File: src/hw/fpu_pkg.sv
`default_nettype none

package fpu_pkg;

    // Register stages inside the pipelined units
    localparam int ADDSUB_LAT = 1;
    localparam int MUL_LAT    = 2;

    localparam int EXP_BIAS   = 127;

    // IEEE-754 single precision layout
    typedef struct packed {
        logic       sign;
        logic [7:0] exp;
        logic [22:0] man;
    } fp32_t;

    typedef enum logic [3:0] {
        OP_ADD  = 4'd0,
        OP_SUB  = 4'd1,
        OP_MUL  = 4'd2,
        OP_HALF = 4'd5,
        OP_EQ   = 4'd9,
        OP_LE   = 4'd10,
        OP_ABS  = 4'd11,
        OP_NEG  = 4'd12
    } fpu_op_e;

    typedef struct packed {
        fpu_op_e op;
        fp32_t   a;
        fp32_t   b;
    } fpu_req_t;

endpackage

`default_nettype wire

File: src/hw/fp_addsub.sv
`timescale 1ns/1ns
`default_nettype none

module fp_addsub
    import fpu_pkg::*;
(
    input  logic  clk,
    input  logic  rstn,
    input  logic  sub,
    input  fp32_t a,
    input  fp32_t b,
    output fp32_t sum
);

    logic              a_zero;
    logic              b_zero;
    logic              b_sign;
    logic [30:0]       a_key;
    logic [30:0]       b_key;
    logic              a_big;
    logic [23:0]       a_m;
    logic [23:0]       b_m;
    logic              big_sign;
    logic              small_sign;
    logic [7:0]        big_exp;
    logic [7:0]        small_exp;
    logic [7:0]        shamt;
    logic [26:0]       big_man;
    logic [26:0]       small_man;
    logic [26:0]       small_aln;
    logic [27:0]       raw;
    logic [4:0]        lz;
    logic [26:0]       norm;
    logic signed [9:0] exp_res;
    logic [22:0]       man_res;
    fp32_t             res;

    // Leading zeros of the 27-bit magnitude
    function automatic logic [4:0] lzc27(input logic [26:0] v);
        logic [4:0] n;
        logic       found;
        n     = 5'd0;
        found = 1'b0;
        for (int i = 26; i >= 0; i--) begin
            if (!found) begin
                if (v[i]) begin
                    found = 1'b1;
                end else begin
                    n = n + 5'd1;
                end
            end
        end
        return n;
    endfunction

    if (ADDSUB_LAT != 1) begin : g_lat_err
        $error("fp_addsub has exactly one register stage");
    end

    always_comb begin
        a_zero = (a.exp == 8'd0);
        b_zero = (b.exp == 8'd0);
        b_sign = b.sign ^ sub;
        a_key  = a_zero ? 31'd0 : {a.exp, a.man};
        b_key  = b_zero ? 31'd0 : {b.exp, b.man};
        a_m    = a_zero ? 24'd0 : {1'b1, a.man}; // Hidden bit
        b_m    = b_zero ? 24'd0 : {1'b1, b.man};
        a_big  = (a_key >= b_key);

        big_sign   = a_big ? a.sign : b_sign;
        small_sign = a_big ? b_sign : a.sign;
        big_exp    = a_big ? a.exp : b.exp;
        small_exp  = a_big ? b.exp : a.exp;
        big_man    = {a_big ? a_m : b_m, 3'b000};  // Three guard bits
        small_man  = {a_big ? b_m : a_m, 3'b000};

        shamt     = big_exp - small_exp;
        small_aln = small_man >> shamt;            // No sticky bit

        if (big_sign == small_sign) begin
            raw = {1'b0, big_man} + {1'b0, small_aln};
        end else begin
            raw = {1'b0, big_man} - {1'b0, small_aln};
        end

        lz   = lzc27(raw[26:0]);
        norm = raw[26:0] << lz;

        if (raw[27]) begin
            exp_res = $signed({2'b00, big_exp}) + 10'sd1;
            man_res = raw[26:4];
        end else begin
            exp_res = $signed({2'b00, big_exp}) - $signed({5'b00000, lz});
            man_res = norm[25:3];
        end

        if (raw == 28'd0) begin
            // Cancellation gives +0, two zeros keep their sign
            res = '{sign: (big_sign == small_sign) ? big_sign : 1'b0, exp: 8'd0, man: 23'd0};
        end else if (exp_res >= 10'sd255) begin
            res = '{sign: big_sign, exp: 8'hff, man: 23'd0};
        end else if (exp_res <= 10'sd0) begin
            res = '{sign: big_sign, exp: 8'd0, man: 23'd0};
        end else begin
            res = '{sign: big_sign, exp: exp_res[7:0], man: man_res};
        end
    end

    always_ff @(posedge clk) begin
        if (!rstn) begin
            sum <= '0;
        end else begin
            sum <= res;
        end
    end

endmodule

`default_nettype wire

File: src/hw/fp_mul.sv
`timescale 1ns/1ns
`default_nettype none

module fp_mul
    import fpu_pkg::*;
(
    input  logic  clk,
    input  logic  rstn,
    input  fp32_t a,
    input  fp32_t b,
    output fp32_t prod
);

    logic              s1_zero;
    logic              s1_sign;
    logic signed [9:0] s1_exp;
    logic [47:0]       s1_prod;
    logic signed [9:0] exp_sum;
    logic signed [9:0] exp_res;
    logic [22:0]       man_res;
    fp32_t             res;

    if (MUL_LAT != 2) begin : g_lat_err
        $error("fp_mul has exactly two register stages");
    end

    assign exp_sum = $signed({2'b00, a.exp}) + $signed({2'b00, b.exp})
                   - $signed(10'(EXP_BIAS));

    // Stage 1
    always_ff @(posedge clk) begin
        if (!rstn) begin
            s1_zero <= 1'b1;
            s1_sign <= 1'b0;
        end else begin
            s1_zero <= (a.exp == 8'd0) || (b.exp == 8'd0);
            s1_sign <= a.sign ^ b.sign;
        end
    end

    always_ff @(posedge clk) begin
        s1_exp  <= exp_sum;
        s1_prod <= {1'b1, a.man} * {1'b1, b.man};
    end

    // Product is in [1,4), at most one bit of normalization
    always_comb begin
        if (s1_prod[47]) begin
            exp_res = s1_exp + 10'sd1;
            man_res = s1_prod[46:24];
        end else begin
            exp_res = s1_exp;
            man_res = s1_prod[45:23];
        end

        if (s1_zero) begin
            res = '{sign: s1_sign, exp: 8'd0, man: 23'd0};
        end else if (exp_res >= 10'sd255) begin
            res = '{sign: s1_sign, exp: 8'hff, man: 23'd0}; // Overflow to inf
        end else if (exp_res <= 10'sd0) begin
            res = '{sign: s1_sign, exp: 8'd0, man: 23'd0};  // Flush
        end else begin
            res = '{sign: s1_sign, exp: exp_res[7:0], man: man_res};
        end
    end

    // Stage 2
    always_ff @(posedge clk) begin
        if (!rstn) begin
            prod <= '0;
        end else begin
            prod <= res;
        end
    end

endmodule

`default_nettype wire

File: src/hw/fp_sign_cmp.sv
`timescale 1ns/1ns
`default_nettype none

module fp_sign_cmp
    import fpu_pkg::*;
(
    input  fp32_t a,
    input  fp32_t b,
    output fp32_t half,
    output fp32_t abs,
    output fp32_t neg,
    output logic  eq,
    output logic  le
);

    logic        a_zero;
    logic        b_zero;
    logic [30:0] a_key;
    logic [30:0] b_key;

    assign a_zero = (a.exp == 8'd0);
    assign b_zero = (b.exp == 8'd0);
    assign a_key  = a_zero ? 31'd0 : {a.exp, a.man};
    assign b_key  = b_zero ? 31'd0 : {b.exp, b.man};

    always_comb begin
        if (a.exp <= 8'd1) begin
            half = '{sign: a.sign, exp: 8'd0, man: 23'd0}; // Underflows to zero
        end else begin
            half = '{sign: a.sign, exp: a.exp - 8'd1, man: a.man};
        end
        abs = '{sign: 1'b0, exp: a.exp, man: a_zero ? 23'd0 : a.man};
        neg = '{sign: ~a.sign, exp: a.exp, man: a_zero ? 23'd0 : a.man};
    end

    always_comb begin
        // +0 and -0 compare equal
        eq = (a_key == b_key) && ((a_key == 31'd0) || (a.sign == b.sign));

        if (a_zero && b_zero) begin
            le = 1'b1;
        end else if (a.sign != b.sign) begin
            le = a.sign;
        end else if (a.sign) begin
            le = (a_key >= b_key);  // Both negative
        end else begin
            le = (a_key <= b_key);
        end
    end

endmodule

`default_nettype wire

File: src/hw/fpu.sv
`timescale 1ns/1ns
`default_nettype none

module fpu
    import fpu_pkg::*;
(
    input  logic        clk,
    input  logic        rstn,
    input  logic        en,
    input  logic [3:0]  ctl,
    input  logic [31:0] x1,
    input  logic [31:0] x2,
    output logic        ready,
    output logic [31:0] y
);

    fpu_req_t    req;
    fpu_op_e     op_in;
    logic        op_ok;
    logic [1:0]  lat_in;
    logic        busy;
    logic [1:0]  cnt;
    logic        accept;
    logic        sub;
    fp32_t       sum;
    fp32_t       prod;
    fp32_t       half;
    fp32_t       abs_v;
    fp32_t       neg_v;
    logic        eq;
    logic        le;
    logic [31:0] res;

    assign op_in  = fpu_op_e'(ctl);
    assign accept = en && op_ok && !busy;
    assign sub    = (req.op == OP_SUB);

    // Latency of the requested op, unknown codes are dropped
    always_comb begin
        op_ok  = 1'b1;
        lat_in = 2'd0;
        case (op_in)
            OP_ADD, OP_SUB: lat_in = 2'(ADDSUB_LAT);
            OP_MUL:         lat_in = 2'(MUL_LAT);
            OP_HALF, OP_EQ, OP_LE, OP_ABS, OP_NEG: lat_in = 2'd0;
            default:        op_ok = 1'b0;
        endcase
    end

    always_ff @(posedge clk) begin
        if (accept) begin
            req <= '{op: op_in, a: x1, b: x2};
        end
    end

    fp_addsub addsub_inst (
        .clk  (clk),
        .rstn (rstn),
        .sub  (sub),
        .a    (req.a),
        .b    (req.b),
        .sum  (sum)
    );

    fp_mul mul_inst (
        .clk  (clk),
        .rstn (rstn),
        .a    (req.a),
        .b    (req.b),
        .prod (prod)
    );

    fp_sign_cmp sign_cmp_inst (
        .a    (req.a),
        .b    (req.b),
        .half (half),
        .abs  (abs_v),
        .neg  (neg_v),
        .eq   (eq),
        .le   (le)
    );

    always_comb begin
        case (req.op)
            OP_ADD, OP_SUB: res = sum;
            OP_MUL:         res = prod;
            OP_HALF:        res = half;
            OP_EQ:          res = {31'd0, eq}; // Compare result in bit 0
            OP_LE:          res = {31'd0, le};
            OP_ABS:         res = abs_v;
            OP_NEG:         res = neg_v;
            default:        res = 32'd0;
        endcase
    end

    always_ff @(posedge clk) begin
        if (!rstn) begin
            ready <= 1'b0;
            y     <= 32'd0;
            busy  <= 1'b0;
            cnt   <= 2'd0;
        end else begin
            ready <= 1'b0;
            if (!busy) begin
                if (accept) begin
                    busy <= 1'b1;
                    cnt  <= lat_in;
                end
            end else if (cnt != 2'd0) begin
                cnt <= cnt - 2'd1;     // Unit still in flight
            end else begin
                busy  <= 1'b0;
                ready <= 1'b1;
                y     <= res;
            end
        end
    end

endmodule

`default_nettype wire

File: config.mk
export PLATFORM = sky130hd
export DESIGN_NAME = fpu
export DESIGN_NICKNAME = d
export VERILOG_FILES = /design/src/hw/fpu_pkg.sv /design/src/hw/fp_addsub.sv /design/src/hw/fp_mul.sv /design/src/hw/fp_sign_cmp.sv /design/src/hw/fpu.sv
export SDC_FILE = /design/constraint.sdc
export NUM_CORES = 2
export LEC_CHECK = 0
export BUFFER_PORTS_ARGS = -buffer_cell sky130_fd_sc_hd__buf_2
export CORE_AREA = 4 4 278 280
export CTS_BUF_LIST = sky130_fd_sc_hd__clkbuf_8
export CTS_CLUSTER_DIAMETER = 50
export DETAILED_ROUTE_END_ITERATION = 10
export DIE_AREA = 0 0 282 284
export MAX_ROUTING_LAYER = met4
export PLACE_DENSITY_LB_ADDON = 0.25
export SLEW_MARGIN = 10
export SYNTH_ARGS = -nofsm -noshare
export SYNTH_HDL_FRONTEND = slang
export SYNTH_SLANG_ARGS = --single-unit
File: constraint.sdc
create_clock -name clk -period 63.1 [get_ports clk]
set_clock_uncertainty 0.15 [all_clocks]
set_input_delay 6.31 -clock clk [delete_from_list [all_inputs] [get_ports clk]]
set_output_delay 6.31 -clock clk [all_outputs]
set_load 0.05 [all_outputs]
==> impl_metrics.ini <==
[synthesis]
synth_cells = 4476
syn-num-nets = 5318
synth_edf_count = 68
synthArstFlopShare = 0
synth_flop_cell = dfxtp_1
synth_seq_cells = 205
synthDistinctLibCells = 119
netlist_area_um2 = 37190
yosys_warnings = 0
synth_seq_area_share = 0.1287
syn_avg_cell_area_um2 = 8.309

[drt]
firstDrtPassIters = 8
routedWlPerCell_um = 20.89
via_per_inst = 5.855
drc = 0
drtIter0Drc = 2922
detail-route-antenna-nets = 0
vias = 31920
drt_wl_total_mm = 113.9

[clocking]
postCtsSetupRepairBufs = 0
cts_max_path_buffers = 3
cts_buffers = 43
insertion_delay_ns = 0.66
post_cts_resized = 0
clk_pin_slew_worst_paths_ns = 0.06
cts_root_buffer = clkbuf_8
clkSinkCount = 205
cts_hold_buf = 0
cts_tree = done
cts_max_level = 2

[die]
initial_core_util = 0.4996
core-area_um2 = 74450
dieArea_um2 = 80090
rows = 100
io_pins = 104
die_y_um = 284
die_width_um = 282

[layout]
mostFrequentLayoutCells = inv_1 (679), nand2_1 (596), fa_1 (484), ha_1 (287), nor2_1 (265)
syn_to_final_growth_pct = 6.167
regArea_um2 = 4786
drive_above_1_share = 0.08506
multi_input_area_um2 = 28860
final_net_count = 5286
n_fill_cell = 7025
final_common_cell = inv_1

[timing]
slew_headroom = 0.2172
fmax_mhz = 35.77
setup_viol = 0
timing.hold.ws_ns = 0.2860
grt_setup_unrepaired = false
fin_setup_tns_ns = 0
finalHoldViolations = 0
final-max-slew-violation-count = 0
min_period_ns = 27.96
tightest_slew_ns = 1.171
finalCritPeriodShare = 0.4431

[job]
maxCapViolations = 0

[worst_setup_path]
slowest_delay_ns = 0.88
cp_max_fo = 38
crit_path_end_kind = flop
critPathSlowestCell = nor4_1
setup.worst_path.class = flop to flop
cp_top_family = compound AO/OA/AOI/OAI gates
worstPathArrival_ns = 28.26
cp.required_ns = 63.40
worst_path_most_repeated_cell = ha_1
critPathLaunchType = flop
r2r_slack_ns = 35.14
critPathBufInv = 4
cp.depth = 111
r2r_cells = 111

[status]
status = complete, no violations

[global_routing]
first_global_vias = 32070
grt_use_total = 0.2949
grt_use_met2 = 0.4570
overflow = 0
grt_util_met1 = 0.3913
use_met3 = 0.06475
globalRoute.busiestLayer = met2
antenna_found_initial = 7
grt_pass1_wl_mm = 180.9
grt_max_degree = 50

[hold_path]
min_path_cells = 1
hp-class = flop to flop

[placed_design]
place_hpwl_mm = 88.36
gp_congestion = 0.9843
port-buffer-count = 103

[power_and_ir_drop]
p_per_area_nw_per_um2 = 55.17
peakVddDrop_v = 0.00009540
cellLeakagePower_nw = 18.99
Yosys cell counts (13+ instances only):
master     instances  area [µm²]
nor3_1            89       445.4
nor2b_1           18       112.6
fa_1             484        9689
o22ai_1           26       162.7
a222oi_1          24       240.2
ha_1             287        3591
nand3_1           97       485.5
nand4_1           37       231.5
o31ai_1           17       127.6
or3_1             15       93.84
or2_2             13       81.33
nand2_1          596        2237
o21a_1            18       135.1
xor2_1            28       245.2
mux2_2            30       337.8
and3_1            23       143.9
a31oi_1           24       150.1
nand2b_1          28       175.2
edfxtp_1          68        2042
nor4_1            27       168.9
a211oi_1          18       135.1
o21bai_1          19       142.6
buf_1             18       67.56
clkbuf_1         223       837.1
inv_1            669        2511
nor2_1           266       998.5
o21ai_0          169       845.8
o211ai_1          20       150.1
a21oi_1          188       940.9
mux2i_1          150        1501
o2111ai_1         13       113.9
dfxtp_1          137        2743
and2_1           253        1583
a21o_1            50       375.4
xnor2_1           82       718.2
buf_2             14       70.07
logic make-up (layout without fill, tap and decap cells):
group / after synthesis / count (layout) / share of synthesized area
and+or+nand+nor: 1517 / 1517 / 0.1954
AOI/OAI and AO/OA: 726 / 726 / 0.1304
buffers and inverters: 936 / 939 / 0.09672
other: 0 / 4 / 0
adders and majority gates: 775 / 775 / 0.3582
muxes: 195 / 195 / 0.05780
DFF: 205 / 205 / 0.1287
xor gates and xnor gates: 122 / 122 / 0.03287
layer usage:
| layer | vias to the layer above | wire [µm] | share of wire |
|---|---|---|---|
| met5 | - | 0 | 0 |
| met4 | 0 | 3523 | 0.031 |
| met3 | 215 | 10300 | 0.090 |
| met2 | 1314 | 51780 | 0.45 |
| met1 | 15740 | 48270 | 0.42 |
| li1 | 14660 | - | - |
cell type report:
| cell class | instances | share of cell area |
|---|---|---|
| clock buffer | 47 | 0.01638 |
| sequential | 205 | 0.1212 |
| timing repair buffer | 187 | 0.02903 |
| tap | 969 | 0.03071 |
| multi-input combinational | 3335 | 0.7309 |
| clock inverter | 33 | 0.007637 |
| inverter | 672 | 0.06388 |
| antenna | 4 | 0.0002535 |
stage by stage:
| stage | util | cell area, µm² | setup WS [ns] | power (W) | std cells |
|---|---|---|---|---|---|
| floorplan | - | 37190 | 39.77 | 0.001586 | 4476 |
| global placement | 0.5175 | 38530 | 36.62 | 0.001965 | 5368 |
| detailed placement | 0.5175 | 38530 | 35.86 | 0.002004 | 5368 |
| CTS | 0.5302 | 39470 | 35.68 | 0.002179 | 5448 |
| global route | 0.5304 | 39480 | 32.93 | 0.002458 | 5452 |
| finish | 0.5304 | 39480 | 35.14 | 0.002178 | 5452 |
power breakdown:
part | switching [W] | leakage [nW] | internal, W
clock network | 0.0000708 | 0.517 | 0.0000873
registers | 0.0000203 | 1.76 | 0.000188
logic | 0.00102 | 16.7 | 0.000797
sequential cells by signal, summed over array words and instances, names as in the netlist:
| register | flops |
|---|---|
| y | 32 |
| cnt | 2 |
| mul_inst.s1_sign | 1 |
| busy | 1 |
| req | 68 |
| ready | 1 |
| mul_inst.prod | 32 |
| addsub_inst.sum | 32 |
| mul_inst.s1_exp | 10 |
| mul_inst.s1_zero | 1 |
| mul_inst.s1_prod | 25 |
worst paths after layout:
check	start	end
setup reg to reg	req[58]$_DFFE_PP_	addsub_inst.sum[16]$_SDFF_PP0_
hold reg to reg	mul_inst.s1_sign$_SDFF_PN0_	mul_inst.prod[31]$_SDFF_PN0_
hold / removal	mul_inst.s1_sign$_SDFF_PN0_	mul_inst.prod[31]$_SDFF_PN0_
setup / recovery	req[58]$_DFFE_PP_	addsub_inst.sum[16]$_SDFF_PP0_
Note: power is estimated with default switching activity, not from simulation.
